--- config.mk ---
export PLATFORM = sky130hd
export DESIGN_NAME = stereo_decim_top
export DESIGN_NICKNAME = d
export VERILOG_FILES = /design/src/hw/audio_decim_pkg.sv /design/src/hw/decim_cen_gen.sv /design/src/hw/cic_comb_stage.sv /design/src/hw/cic_decim.sv /design/src/hw/stereo_decim_top.sv
export SDC_FILE = /design/constraint.sdc
export NUM_CORES = 1
export LEC_CHECK = 0
export ABC_AREA = 0
export BUFFER_PORTS_ARGS = -buffer_cell sky130_fd_sc_hd__buf_2
export CAP_MARGIN = 30
export CORE_ASPECT_RATIO = 1.1
export CORE_MARGIN = 4
export CORE_UTILIZATION = 59
export DETAILED_ROUTE_END_ITERATION = 8
export GPL_ROUTABILITY_DRIVEN = 0
export PLACE_DENSITY = 0.77
export RECOVER_POWER = 50
export REMOVE_ABC_BUFFERS = 1
export SLEW_MARGIN = 30
export SYNTH_ARGS = -nofsm -noshare
export SYNTH_HDL_FRONTEND = slang
export SYNTH_SLANG_ARGS = --single-unit
--- constraint.sdc ---
create_clock -name clk -period 4.42 [get_ports clk]
set_clock_uncertainty 0.2 [all_clocks]
set_input_delay 0.221 -clock clk [delete_from_list [all_inputs] [get_ports clk]]
set_output_delay 0.221 -clock clk [all_outputs]
set_load 0.03 [all_outputs]
--- src/hw/audio_decim_pkg.sv ---
// shared defaults; CALC_W - SND_W must equal N_STAGES*log2(RATE*COMB_M), RATE a power of two.
package audio_decim_pkg;

    // --------------------
    // sample format
    // --------------------
    localparam int SND_W = 16;  // signed two's complement in and out.

    // internal accumulator width.
    // growth is N_STAGES*log2(RATE*COMB_M) bits, so 16 + 2*1 = 18
    // gives unity dc gain after truncation.
    localparam int CALC_W = 18;

    // --------------------
    // filter shape
    // --------------------
    localparam int N_STAGES = 2;  // integrators and combs, each.
    localparam int COMB_M   = 1;  // comb differential delay, output samples.
    localparam int RATE     = 2;  // decimation factor.

    // strobe counter width for the enable generator.
    // keeps at least one bit when RATE is 1.
    localparam int CNT_W = (RATE > 1) ? $clog2(RATE) : 1;

    // bit growth of the whole cic at the default shape.
    localparam int GROWTH = N_STAGES * $clog2(RATE * COMB_M);

endpackage

--- src/hw/decim_cen_gen.sv ---
// output-rate enable; cen_out rides on every RATE-th sample_in, CNT_W must hold RATE-1.
module decim_cen_gen #(
    parameter int RATE  = audio_decim_pkg::RATE,
    parameter int CNT_W = audio_decim_pkg::CNT_W
) (
    input  logic clk,
    input  logic rst,
    input  logic sample_in,  // one-cycle input strobe.
    output logic cen_out     // output-rate enable, same cycle as strobe.
);

    // --------------------
    // strobe counter
    // --------------------
    localparam logic [CNT_W-1:0] LAST = CNT_W'(RATE - 1);  // last slot of a group.

    logic [CNT_W-1:0] cnt;  // strobes seen in the current group.
    logic             last_slot;

    assign last_slot = (cnt == LAST);

    // modulo-RATE count, advances only on strobes.
    always_ff @(posedge clk) begin
        if (rst) begin
            cnt <= '0;
        end else if (sample_in) begin
            if (last_slot) begin
                cnt <= '0;  // group complete, wrap.
            end else begin
                cnt <= cnt + 1'b1;
            end
        end
    end

    // --------------------
    // enable
    // --------------------
    // combinational on purpose so the combs see the same strobe
    // that the integrators see. the rate-change register then picks up
    // the integrator value before this strobe's update.
    assign cen_out = sample_in && last_slot;

    // --------------------
    // checks
    // --------------------
    // enable never without a strobe.
    a_cen_needs_strobe : assert property (
        @(posedge clk) disable iff (rst)
        cen_out |-> sample_in
    ) else $error("decim_cen_gen: cen_out without sample_in");

    // RATE strobes after a wrap, the enable must come round again.
    a_cen_period : assert property (
        @(posedge clk) disable iff (rst)
        (cen_out ##1 (sample_in [->RATE])) |-> cen_out
    ) else $error("decim_cen_gen: enable missed its RATE-th strobe");

endmodule

--- src/hw/cic_comb_stage.sv ---
// one cic comb section; wrap-around arithmetic, M is the delay in enabled cycles.
module cic_comb_stage #(
    parameter int W = audio_decim_pkg::CALC_W,
    parameter int M = audio_decim_pkg::COMB_M
) (
    input  logic                clk,
    input  logic                rst,
    input  logic                cen,      // output-rate enable.
    input  logic signed [W-1:0] snd_in,
    output logic signed [W-1:0] snd_out
);

    // --------------------
    // delay line
    // --------------------
    logic signed [W-1:0] dly [0:M-1];  // dly[0] newest, dly[M-1] oldest.

    // y[n] = x[n] - x[n-M], registered.
    always_ff @(posedge clk) begin
        if (rst) begin
            for (int i = 0; i < M; i++) begin
                dly[i] <= '0;
            end
            snd_out <= '0;
        end else if (cen) begin
            dly[0] <= snd_in;  // shift in the current sample.
            for (int i = 1; i < M; i++) begin
                dly[i] <= dly[i-1];
            end
            snd_out <= snd_in - dly[M-1];  // overflow wraps, cancels with integrators.
        end
    end

endmodule

--- src/hw/cic_decim.sv ---
// one cic decimator channel; output is plain truncation, no rounding or saturation.
module cic_decim #(
    parameter int SND_W    = audio_decim_pkg::SND_W,
    parameter int CALC_W   = audio_decim_pkg::CALC_W,
    parameter int N_STAGES = audio_decim_pkg::N_STAGES,
    parameter int COMB_M   = audio_decim_pkg::COMB_M,
    parameter int RATE     = audio_decim_pkg::RATE
) (
    input  logic                    clk,
    input  logic                    rst,
    input  logic                    cen_in,   // input-rate enable.
    input  logic                    cen_out,  // output-rate enable.
    input  logic signed [SND_W-1:0] snd_in,
    output logic signed [SND_W-1:0] snd_out
);

    localparam int WDIFF = CALC_W - SND_W;  // guard bits for growth.

    // --------------------
    // integrator chain
    // --------------------
    logic signed [CALC_W-1:0] snd_ext;                 // sign-extended input.
    logic signed [CALC_W-1:0] integ [1:N_STAGES];      // accumulators.

    assign snd_ext = {{WDIFF{snd_in[SND_W-1]}}, snd_in};

    // each stage adds the previous stage's registered value.
    // wrap-around is fine here, the combs undo it.
    always_ff @(posedge clk) begin
        if (rst) begin
            for (int k = 1; k <= N_STAGES; k++) begin
                integ[k] <= '0;
            end
        end else if (cen_in) begin
            integ[1] <= integ[1] + snd_ext;  // first stage takes the input.
            for (int k = 2; k <= N_STAGES; k++) begin
                integ[k] <= integ[k] + integ[k-1];
            end
        end
    end

    // --------------------
    // rate change
    // --------------------
    logic signed [CALC_W-1:0] rc_q;  // decimated integrator output.

    // takes the last integrator as it stands before this strobe's update.
    always_ff @(posedge clk) begin
        if (rst) begin
            rc_q <= '0;
        end else if (cen_out) begin
            rc_q <= integ[N_STAGES];
        end
    end

    // --------------------
    // comb chain
    // --------------------
    logic signed [CALC_W-1:0] comb_data [0:N_STAGES];  // [0] in, [N_STAGES] out.

    assign comb_data[0] = rc_q;

    for (genvar k = 0; k < N_STAGES; k++) begin : g_comb
        cic_comb_stage #(
            .W (CALC_W),
            .M (COMB_M)
        ) cic_comb_stage_inst (
            .clk     (clk),
            .rst     (rst),
            .cen     (cen_out),
            .snd_in  (comb_data[k]),
            .snd_out (comb_data[k+1])
        );
    end

    // --------------------
    // output
    // --------------------
    // top SND_W bits; the dropped bits are exactly the dc growth.
    always_ff @(posedge clk) begin
        if (rst) begin
            snd_out <= '0;
        end else if (cen_out) begin
            snd_out <= comb_data[N_STAGES][CALC_W-1 -: SND_W];
        end
    end

    // --------------------
    // checks
    // --------------------
    // output-rate enable must coincide with an input strobe.
    a_cen_out_in : assert property (
        @(posedge clk) disable iff (rst)
        cen_out |-> cen_in
    ) else $error("cic_decim: cen_out without cen_in");

    // RATE is only carried for the growth rule; reject a zero rate early.
    initial begin
        assert (RATE >= 1)
        else $error("cic_decim: RATE must be at least 1");
    end

endmodule

--- src/hw/stereo_decim_top.sv ---
// stereo cic decimator; strobes need an idle cycle between them, no back-pressure.
module stereo_decim_top #(
    parameter int SND_W    = audio_decim_pkg::SND_W,
    parameter int CALC_W   = audio_decim_pkg::CALC_W,
    parameter int N_STAGES = audio_decim_pkg::N_STAGES,
    parameter int COMB_M   = audio_decim_pkg::COMB_M,
    parameter int RATE     = audio_decim_pkg::RATE
) (
    input  logic                    clk,
    input  logic                    rst,
    input  logic                    sample_in,   // input strobe.
    input  logic signed [SND_W-1:0] snd_in_l,
    input  logic signed [SND_W-1:0] snd_in_r,
    output logic                    sample_out,  // new outputs this cycle.
    output logic signed [SND_W-1:0] snd_out_l,
    output logic signed [SND_W-1:0] snd_out_r
);

    localparam int CNT_W  = (RATE > 1) ? $clog2(RATE) : 1;  // follows RATE.
    localparam int GROWTH = N_STAGES * $clog2(RATE * COMB_M);

    // --------------------
    // parameter check
    // --------------------
    // unity dc gain needs the guard bits to match the growth exactly.
    if (CALC_W - SND_W != GROWTH) begin : g_bad_width
        $error("stereo_decim_top: CALC_W - SND_W must equal cic bit growth");
    end

    // --------------------
    // enable generator
    // --------------------
    logic cen_out;  // output-rate enable, shared by both channels.

    decim_cen_gen #(
        .RATE  (RATE),
        .CNT_W (CNT_W)
    ) decim_cen_gen_inst (
        .clk       (clk),
        .rst       (rst),
        .sample_in (sample_in),
        .cen_out   (cen_out)
    );

    // --------------------
    // channels
    // --------------------
    cic_decim #(
        .SND_W    (SND_W),
        .CALC_W   (CALC_W),
        .N_STAGES (N_STAGES),
        .COMB_M   (COMB_M),
        .RATE     (RATE)
    ) cic_decim_l_inst (
        .clk     (clk),
        .rst     (rst),
        .cen_in  (sample_in),  // integrators at input rate.
        .cen_out (cen_out),
        .snd_in  (snd_in_l),
        .snd_out (snd_out_l)
    );

    cic_decim #(
        .SND_W    (SND_W),
        .CALC_W   (CALC_W),
        .N_STAGES (N_STAGES),
        .COMB_M   (COMB_M),
        .RATE     (RATE)
    ) cic_decim_r_inst (
        .clk     (clk),
        .rst     (rst),
        .cen_in  (sample_in),
        .cen_out (cen_out),
        .snd_in  (snd_in_r),
        .snd_out (snd_out_r)
    );

    // outputs land one clock after cen_out, so does the strobe.
    always_ff @(posedge clk) begin
        if (rst) begin
            sample_out <= 1'b0;
        end else begin
            sample_out <= cen_out;
        end
    end

    // --------------------
    // checks
    // --------------------
    // strobes at least one idle cycle apart.
    a_strobe_gap : assert property (
        @(posedge clk) disable iff (rst)
        sample_in |=> !sample_in
    ) else $error("stereo_decim_top: sample_in strobes too close");

endmodule

## Yosys cells after proc, flatten, opt, wreduce, memory -nomap -nowiden

Memory sizes are Yosys's and may differ from the RTL's.
Index checks and enable logic that the tools add are counted.

- RAM bits: 144
- Input port bits: 35
- Memories kept: 6
- Register bits after elaboration: 142
- Output and inout port bits: 33

- Add/subtract/negate cells: 9
- Bitwise logic cells: 4
- Muxes and demuxes: 21
- Reduce and logical (&&, ||, !) cells: 5

Memories:

| name | words | width | read ports | clocked after memory_dff | wr ports | line | source |
|---|---|---|---|---|---|---|---|
| cic_decim_l_inst.integ | 2 | 18 | 2 | 0 | 2 | cic_decim.sv:23 | `logic signed [CALC_W-1:0] integ [1:N_STAGES];` |
| cic_decim_r_inst.integ | 2 | 18 | 2 | 0 | 2 | cic_decim.sv:23 |  |
| cic_decim_l_inst.g_comb[0].cic_comb_stage_inst.dly | 1 | 18 | 1 | 0 | 1 | cic_comb_stage.sv:16 | `logic signed [W-1:0] dly [0:M-1];` |
| cic_decim_l_inst.g_comb[1].cic_comb_stage_inst.dly | 1 | 18 | 1 | 0 | 1 | cic_comb_stage.sv:16 |  |
| cic_decim_r_inst.g_comb[0].cic_comb_stage_inst.dly | 1 | 18 | 1 | 0 | 1 | cic_comb_stage.sv:16 |  |
| cic_decim_r_inst.g_comb[1].cic_comb_stage_inst.dly | 1 | 18 | 1 | 0 | 1 | cic_comb_stage.sv:16 |  |

Operators by type and width:

| cell | number |
|---|---|
| $mux W18 | 8 |
| $reduce_or A18 Y1 | 4 |
| $sub A18 B18 Y18 | 4 |
| $add A18 B16 Y18 | 2 |
| $add A18 B18 Y18 | 2 |
| $mux W1 | 13 |
| $or A1 B1 Y1 | 4 |
| $add A1 B1 Y1 const B | 1 |
| $logic_and A1 B1 Y1 | 1 |

## Depth between registers and ports, before layout

Gate-level depths: netlist of run 1.

- Depth in word-level cells: 6
- Mapped depth: 11

## Modules after synthesis

Synthesis of run 1 repeated with hierarchy kept, for this count alone.

- Cell total of the unflattened synthesis: 1750
- Area total of the unflattened synthesis: 16965.0 um2

Modules (own cells, without submodules):

| module | cells an instance | area each (um2) | instances |
|---|---|---|---|
| cic_comb_stage | 234 | 2209.6 | 4 |
| cic_decim | 404 | 4026.4 | 2 |
| decim_cen_gen | 4 | 40.0 | 1 |
| stereo_decim_top | 2 | 33.8 | 1 |

## Worst setup path before layout of run 1

OpenSTA, ideal clock, no wires.

- Path type: flip-flop to flip-flop
- Start point: register decim_cen_gen_inst.cnt
- End point: memory cic_decim_l_inst.g_comb[0].cic_comb_stage_inst.dly[0][0] in the netlist's numbering, enable pin
- Data arrival time: 2434 ps
- Period minus slack after synthesis: 3060 ps
- Slack: 1360 ps
- Setup time: 427 ps
- Cell stages (with the launch flop): 5
- Required time: 3793 ps
- Buffers on the path: 2
- Cells stage by stage: dfxtp_1 clkbuf_1 a21oi_1 clkbuf_1 inv_1

- Longest elaborated chain between the ends: 6

Ends and longest elaborated chain:

| item | line | source |
|---|---|---|
| from (decl) | decim_cen_gen.sv:17 | `logic [CNT_W-1:0] cnt;` |
| from (signal assigned) | decim_cen_gen.sv:30 | `cnt <= cnt + 1'b1;` |
| $logic_and A1 B1 Y1 * | decim_cen_gen.sv:41 | `assign cen_out = sample_in && last_slot;` |
| $mux W1 * | cic_comb_stage.sv:25 | `end else if (cen) begin` |
| $mux W1 * | cic_comb_stage.sv:20 | `if (rst) begin` |
| $mux W1 (not written as such) * | cic_comb_stage.sv:26 | `dly[0] <= snd_in;` |
| $reduce_or A18 Y1 (no source line) | - |  |
| $mux W1 (no source line) * | - |  |
| to (decl) | cic_comb_stage.sv:16 |  |

Mark *: on every way between the ends. The rest lies on a longest branch, timed or not.

==> run metrics, run 1 <==
CTS HTree Levels=1; CTS root buffer=clkbuf_16; clk slew on worst S/H paths=0.06 ns; CTS tree=yes; area share of the largest cell type after synthesis=0.2749; Post-Layout Cell Count=2,023; CP Data Required Time=4.39 ns; Nets=1,824; power density over cell area=392.4 mW/mm²; critical path's slowest cell=or2_0; crit path launch type=primary input; Ports=68; die footprint=0.02934 mm²; latest clock arrival within the worst-skew pair=0.54 ns; gr ovfl total=0; ys flop type=edfxtp_1; Initial Utilization=0.5999; fraction of registers with async set/reset=0; Seq/Total Area, Yosys=0.4505; Die H=179.3 µm; final slew viol count=78; Synth cell types=69; final core occ=0.6630; Fin Hold WS=0.01526 ns; buffers and inverters on the worst path=3; RSZ-0062 raised after global routing=no; area of the core=0.02622 mm²; crit share post-route=0.7693; Fmax achieved=0.2941 GHz; Min-Delay Path Class=in -> reg; CP max stage delay=1.59 ns; vias in the first global route=11,080; Vias per Instance=5.735; leading area contributor after synthesis=edfxtp_1; CP top delay family=simple AND/OR/NAND/NOR gates; Synth-to-Final Area Change=10.51%; Max-slew headroom=-0.4215; GRT Total Usage=0.2012; leakage=7.419 nW; Starting DRT DRC Count=699; Crit path arrival time=3.37 ns; placed instance count=1,961; row cnt=62; Gate Count Post-Synth=1,586; worst path cell trace=dlygate4sd3_1 -> clkbuf_1 -> or2_0 -> clkbuf_2; wire per inst=14.55 µm; worst vdd ir=0.3152 mV; die width=163.7 µm; Antenna Cells=0; final setup fails=0; CP endpoint kind=flip-flop; ANT nets after route=0; Fin. Hold Viols=0; mapped cell area=0.01573 mm²; HPWL after DPL=20,740 µm; first-pass GRT wire length=50,670 µm; Tmin final=3.400 ns; clock tree buffer depth=3; via count=11,600; CP max FO=31; wirelength, routed=29,440 µm; DRC Markers=0; CTS buffer count=28; number of synthesized flops with an enable pin=144; most common cell after layout, fill and taps aside=edfxtp_1; critical path class=in -> reg; layout cells sized above 1=0.06164; Worst Tran Pin Value=2.132 ns; first-pass detailed-route iteration total=5; cell area after layout=0.01738 mm²; antenna violations before repair=0; Num Clock Sinks=282; most frequent cells in the layout=edfxtp_1, dfxtp_1, ha_1; status=finished with violations; Post-DP Area=0.01641 mm²; largest net degree at the start of global routing=88; Yosys Warn Count=0; syn avg cell area=9.918 µm²; port bufs=67; failing checks=capacitance limit, slew limit; synth top area cells=edfxtp_1, dfxtp_1, ha_1, o21ai_0, a22o_1; Synth Register Bits=282; maxcap violations=2
-- worst reg2reg max path: stages (launching register included) --
cell and delay (ns):
dfxtp_1 0.37, a21oi_4 0.06, clkbuf_2 0.69, inv_1 0.84
buf_4 0.68
-- through the flow --
stage               total power [mW]  setup TNS [ns]  setup slack, ns
detailed placement             4.458               0            1.395
global route                   7.172               0           0.6747
floorplan                      4.164         -665.64           -5.716
global placement               4.404               0            1.494
CTS                            6.861               0            1.343
finish                         6.821               0            1.020
-- worst paths after layout --
check | from | end | slack (ns) | cells past startpoint
min reg2reg | flip-flop | flip-flop | 0.25 | 2
max reg2reg | decim_cen_gen_inst.cnt | flip-flop | 1.19 | 4
max | rst | cic_decim_r_inst.integ[1][8] | 1.02 | 4
min | snd_in_l[7] | cic_decim_l_inst.integ[1][7] | 0.02 | 4
-- state kept, by name (all words and copies together) (netlist names) --
signal and count:
cic_decim_l_inst.g_comb.cic_comb_stage_inst.dly 36, cic_decim_l_inst.integ 36, cic_decim_r_inst.g_comb.cic_comb_stage_inst.dly 36, cic_decim_r_inst.integ 36, cic_decim_l_inst.g_comb.cic_comb_stage_inst.snd_out 34, cic_decim_r_inst.g_comb.cic_comb_stage_inst.snd_out 34
cic_decim_l_inst.rc_q 18, cic_decim_r_inst.rc_q 18, cic_decim_l_inst.snd_out 16, cic_decim_r_inst.snd_out 16, decim_cen_gen_inst.cnt 1, sample_out 1
-- kinds of logic (layout without fill, tap and decap cells) --
logic type / Yosys count / after routing / share of synthesized area
flops: 282 / 282 / 0.4505
xor+xnor: 94 / 94 / 0.05234
fa+ha+maj: 140 / 140 / 0.1142
buf+inv: 162 / 247 / 0.03866
simple gates: 435 / 435 / 0.1400
mux: 5 / 5 / 0.003182
compound gates: 468 / 468 / 0.2011
-- cell type report --
type / count / area (µm²)
Tap cell: 352 / 440.4
Clock buffer: 40 / 819.5
Clock inverter: 12 / 121.4
Timing Repair Buffer: 88 / 464.2
Multi-Input combinational cell: 1142 / 8049
Fill cell: 2089 / 8837
Sequential cell: 282 / 7087
Inverter: 107 / 401.6
-- synth_stat cells (3+ instances only) --
library cell  instances
a2111oi_0             5
a211o_1               3
a211oi_1             25
a21boi_0              5
a21o_1               31
a21oi_1              91
a221oi_1              3
a22o_1               66
a31oi_1              11
a32o_1                4
and2_1                9
and3_1               81
buf_1                 4
clkbuf_1             51
dfxtp_1             138
edfxtp_1            144
fa_1                  6
ha_1                134
inv_1               106
mux2i_1               5
nand2_1             111
nand2b_1             19
nand3_1              24
nand4_1               8
nor2_1               93
nor2b_1              18
nor3_1               36
nor3b_1               5
nor4_1                3
nor4b_1               4
o2111ai_1             3
o211ai_1              6
o21a_1               28
o21ai_0             131
o21bai_1             15
o31ai_1               9
o41a_1                4
or3_1                 8
xnor2_1              51
xor2_1               43
-- metal layers --
layer | share of wire | GRT usage | vias to the layer above | routed length, µm
met3 | 0.045 | 0.02529 | 53 | 1331
met5 | 0 | 0 | - | 0
li1 | - | - | 5958 | -
met1 | 0.47 | 0.2714 | 5340 | 13880
met2 | 0.46 | 0.3406 | 251 | 13590
met4 | 0.022 | 0.06082 | 0 | 638
-- power breakdown --
| group | leakage [nW] | internal (mW) | switching, mW | total (mW) |
|---|---|---|---|---|
| clock network | 0.445 | 1.41 | 0.984 | 2.39 |
| registers | 2.67 | 2.95 | 0.110 | 3.06 |
| logic | 4.30 | 0.581 | 0.785 | 1.37 |
-- what timing repair did --
| item | in CTS | in global routing |
|---|---|---|
| hold buffers | 10 | 0 |
| hold endpoints to repair | 9 | 0 |
| gates resized for setup | 0 | 0 |
| buffers inserted | 0 | 0 |
No activity file was read; power rests on OpenSTA's default activity.
==> run 2: changes to the inputs <==
==> constraint.sdc (replaced) <==
create_clock -name clk -period 3.32 [get_ports clk]
set_clock_uncertainty 0.2 [all_clocks]
set_input_delay 0.166 -clock clk [delete_from_list [all_inputs] [get_ports clk]]
set_output_delay 0.166 -clock clk [all_outputs]
set_load 0.03 [all_outputs]
==> run 2 against run 1 <==
Compared with the run above: the run still ends with capacitance limit, slew limit left; utilization up 0.48 points; total power up 33%; die area unchanged; sequential share of layout area down 0.29 points; hold slack better by 0.016 ns; critical endpoint is now cic_decim_l_inst.integ[2][16]; largest cell class unchanged; highest routed layer unchanged.
==> run metrics, run 2 (synthesis results as in run 1) <==
status=finished with violations; failing checks=capacitance limit, slew limit; post-cts sizing count=0; die footprint=0.02934 mm²; clock tree buffer depth=3; Vias per Instance=5.727; crit share post-route=0.9156; Die H=179.3 µm; final slew viol count=88; Synth-to-Final Area Change=11.31%; via count=11,670; Nets=1,839; Num Clock Sinks=282; wirelength, routed=30,030 µm; CTS root buffer=clkbuf_16; gr ovfl total=0; RSZ-0062 raised after global routing=no; Fin. Hold Viols=0; most frequent cell on the critical path=o41a_1; CTS tree=yes; CTS buffer count=29; CTS HTree Levels=1; largest net degree at the start of global routing=88; most common cell after layout, fill and taps aside=edfxtp_1; die width=163.7 µm; most frequent cells in the layout=edfxtp_1, dfxtp_1, ha_1; first-pass GRT wire length=50,840 µm; final core occ=0.6678; worst reg2reg setup slack=0.28 ns; worst path cell trace=ha_1 -> inv_1 -> fa_1 -> nor2b_4 -> o31a_1 -> o41a_1 -> o41a_1 -> a311oi_2 -> xor2_1 -> nor2_1; Starting DRT DRC Count=577; CP max FO=4; DRC Markers=0; layout cells sized above 1=0.06524; leakage=7.495 nW; Crit path arrival time=3.08 ns; Max-slew headroom=-0.02006; Post-Layout Cell Count=2,038; latest clock arrival within the worst-skew pair=0.54 ns; row cnt=62; placed instance count=1,964; final setup fails=0; Worst Tran Pin Value=1.530 ns; CP max stage delay=0.39 ns; critical path's slowest cell=edfxtp_1; ANT nets after route=0; power density over cell area=519.2 mW/mm²; CP Data Required Time=3.37 ns; worst vdd ir=0.3137 mV; crit path launch type=flip-flop; Min-Delay Path Class=in -> reg; Filler cells=2,128; port bufs=67; Tmin final=3.040 ns; Setup TNS=0 ns; HPWL after DPL=20,890 µm; critical path class=reg -> reg; first-pass detailed-route iteration total=5; wire per inst=14.74 µm; clk slew on worst S/H paths=0.07 ns; Fmax achieved=0.3290 GHz; Ports=68; Fin Hold WS=0.03148 ns; antenna violations before repair=0; cell area after layout=0.01751 mm²; vias in the first global route=11,200; maxcap violations=1; Post-DP Area=0.01643 mm²; CP endpoint kind=flip-flop; area of the core=0.02622 mm²; Initial Utilization=0.5999; Antenna Cells=0; GRT Total Usage=0.2014
-- run 2: cell type report --
cell class / instances / area [µm²] / area share
timing repair buffer: 102 / 584.3 / 0.03337
clock inverter: 10 / 62.56 / 0.003573
sequential: 282 / 7087 / 0.4047
inverter: 107 / 401.6 / 0.02294
clock buffer: 43 / 890.9 / 0.05088
multi-input combinational: 1142 / 8043 / 0.4593
tap: 352 / 440.4 / 0.02515
-- run 2: worst max-delay path: cells and delay by family (launching register included) --
kind / cells / cell delay (ns)
AOI/OAI and AO/OA: 4 / 1.32
xor gates and xnor gates: 1 / 0.18
adders and majority gates: 2 / 0.47
buffers and inverters: 1 / 0.07
DFF: 1 / 0.39
and+or+nand+nor: 2 / 0.11
-- run 2: final timing paths --
kind,from,end,cells after the start
max,cic_decim_l_inst.integ[2][0],cic_decim_l_inst.integ[2][16],10
min,snd_in_r[9],cic_decim_r_inst.integ[1][10],4
max reg2reg,cic_decim_l_inst.integ[2][0],cic_decim_l_inst.integ[2][16],10
min reg2reg,flip-flop,flip-flop,2
-- run 2: timing repair --
| action | CTS | global route |
|---|---|---|
| setup endpoints to repair | 0 | 0 |
| hold endpoints to repair | 20 | 0 |
| setup buffers | 0 | 0 |
| hold buffers | 21 | 0 |
-- run 2: power breakdown --
group,internal (mW),leakage [nW],switching (mW)
registers,3.93,2.67,0.150
clock network,1.86,0.469,1.31
logic,0.785,4.36,1.06
-- run 2: through the flow --
stage | power, mW | setup slack, ns
after global placement | 5.866 | 0.4093
after global routing | 9.544 | 0.09064
after floorplan | 5.543 | -6.816
after detailed placement | 5.941 | 0.3386
after CTS | 9.140 | 0.3290
final | 9.090 | 0.2803
-- run 2: per-layer routing --
| metal | vias up | share of wire | global-route usage |
|---|---|---|---|
| li1 | 5995 | - | - |
| met1 | 5379 | 0.47 | 0.2677 |
| met2 | 235 | 0.46 | 0.3487 |
| met3 | 62 | 0.037 | 0.02092 |
| met4 | 0 | 0.024 | 0.06152 |
| met5 | - | 0 | 0 |
==> run 3: changes to the inputs <==
--- a/config.mk
+++ b/config.mk
@@ -6,11 +6,12 @@
 export NUM_CORES = 1
 export LEC_CHECK = 0
 export ABC_AREA = 0
-export BUFFER_PORTS_ARGS = -buffer_cell sky130_fd_sc_hd__buf_2
+export BUFFER_PORTS_ARGS = -buffer_cell sky130_fd_sc_hd__clkbuf_2
 export CAP_MARGIN = 30
 export CORE_ASPECT_RATIO = 1.1
-export CORE_MARGIN = 4
+export CORE_MARGIN = 2
 export CORE_UTILIZATION = 59
+export CTS_CLUSTER_SIZE = 25
 export DETAILED_ROUTE_END_ITERATION = 8
 export GPL_ROUTABILITY_DRIVEN = 0
 export PLACE_DENSITY = 0.77
==> run 3 against run 2 <==
Compared with the run above: the run ends with capacitance limit left; count of clock-buffer cells in the layout is 5 lower; via count down 0.95%; fmax fell by 1.6%; register-to-register slack got worse by 0.05 ns; sequential cell count stayed put; utilization increased by 0.60 points; largest power group unchanged; highest routed layer unchanged; die area shrank 4.6%; non-clock buffer count increased by 2; design area increased by 0.59%; critical path depth is the same; critical path type unchanged.
==> run metrics, run 3 (synthesis results as in run 1) <==
Min-Delay Path Class=in -> reg; row cnt=62; die width=159.7 µm; CP Data Required Time=3.38 ns; Max-slew headroom=0.004866; CTS HTree Levels=1; CTS root buffer=clkbuf_16; Starting DRT DRC Count=653; post-CTS setup buffers=0; critical path class=reg -> reg; crit share post-route=0.9304; largest net degree at the start of global routing=102; gr ovfl total=0; Vias per Instance=5.658; power density over cell area=526.6 mW/mm²; HPWL after DPL=20,790 µm; Post-Layout Cell Count=2,043; via count=11,560; Worst Tran Pin Value=1.493 ns; Antenna Cells=0; RSZ-0062 raised after global routing=no; clk slew on worst S/H paths=0.06 ns; Num Clock Sinks=282; wirelength, routed=29,360 µm; layout cells sized above 1=0.06860; CTS buffer count=30; CP max stage delay=0.42 ns; final slew viol count=0; Nets=1,842; Setup TNS=0 ns; area of the core=0.02614 mm²; worst vdd ir=0.3223 mV; Die H=175.3 µm; Hold-fix buffers, CTS=24; Fin. Hold Viols=0; ANT nets after route=0; first-pass GRT wire length=50,870 µm; status=finished with violations; most frequent cell on the critical path=o41a_1; GRT Total Usage=0.2106; CP endpoint kind=flip-flop; Hold Path Cell Cnt=4; post-cts sizing count=0; critical path's slowest cell=edfxtp_1; vias in the first global route=11,110; Tmin final=3.089 ns; port bufs=67; crit path launch type=flip-flop; Reg2Reg Depth=10; worst path cell trace=ha_1 -> inv_1 -> fa_1 -> nor2b_4 -> o31a_1 -> o41a_1 -> o41a_1 -> a311oi_2 -> xor2_1 -> nor2_1; most common cell after layout, fill and taps aside=edfxtp_1; placed instance count=1,963; CP max FO=4; leakage=7.551 nW; CTS tree=yes; final setup fails=0; Fmax achieved=0.3237 GHz; first-pass detailed-route iteration total=5; maxcap violations=1; Crit path arrival time=3.15 ns; most frequent cells in the layout=edfxtp_1, dfxtp_1, ha_1; DRC Markers=0; antenna violations before repair=0; latest clock arrival within the worst-skew pair=0.55 ns; Initial Utilization=0.6017; Ports=68; failing checks=capacitance limit; wire per inst=14.37 µm; clock tree buffer depth=3; Synth-to-Final Area Change=11.97%; die footprint=0.02798 mm²
run 3: final timing paths:
kind                                 from  slack [ns]                             to
min reg2reg                     flip-flop        0.25                      flip-flop
max          cic_decim_l_inst.integ[1][0]        0.23  cic_decim_l_inst.integ[2][16]
max reg2reg  cic_decim_l_inst.integ[1][0]        0.23  cic_decim_l_inst.integ[2][16]
min                          snd_in_r[14]        0.01  cic_decim_r_inst.integ[1][14]
run 3: critical path: cells and delay by family, from the launching register on:
kind / cells / cell delay, ns
adder cells (fa/ha/maj): 2 / 0.47
flip-flops: 1 / 0.42
AND/OR/NAND/NOR: 2 / 0.12
buffers and inverters: 1 / 0.07
AO/OA/AOI/OAI: 4 / 1.33
XOR/XNOR: 1 / 0.20
run 3: cell type report:
type / count / area, µm²
fillers: 2058 / 8529
clock buffers: 38 / 842.1
repair buffers: 104 / 619.3
multi-input cells: 1142 / 8054
flip-flops and latches: 282 / 7087
well taps: 352 / 440.4
inverters: 107 / 401.6
clock inverters: 18 / 168.9
run 3: metrics by stage:
stage	power [mW]	instance area (µm²)	setup WS, ns	util	hold slack (ns)
2_1_floorplan	5.543	15520	-6.816	-	0.03838
3_3_place_gp	5.872	16460	0.4185	0.6296	0.2346
3_5_place_dp	5.949	16460	0.2861	0.6296	0.2427
4_1_cts	9.335	17710	0.2725	0.6774	0.0007168
5_1_grt	9.754	17610	0.06941	0.6737	0.03854
6_report	9.274	17610	0.2309	0.6737	0.01326
run 3: per-layer routing:
| metal | global-route usage | up-vias | wire length [µm] |
|---|---|---|---|
| li1 | - | 6003 | - |
| met1 | 0.2804 | 5274 | 13990 |
| met2 | 0.3636 | 225 | 13550 |
| met3 | 0.02527 | 58 | 1125 |
| met4 | 0.06023 | 0 | 696 |
| met5 | 0 | - | 0 |
run 3: power by group:
group | internal, mW | total, mW | switching [mW]
logic | 0.790 | 1.84 | 1.05
clock network | 1.97 | 3.36 | 1.39
registers | 3.93 | 4.08 | 0.150
total | 6.68 | 9.27 | 2.59
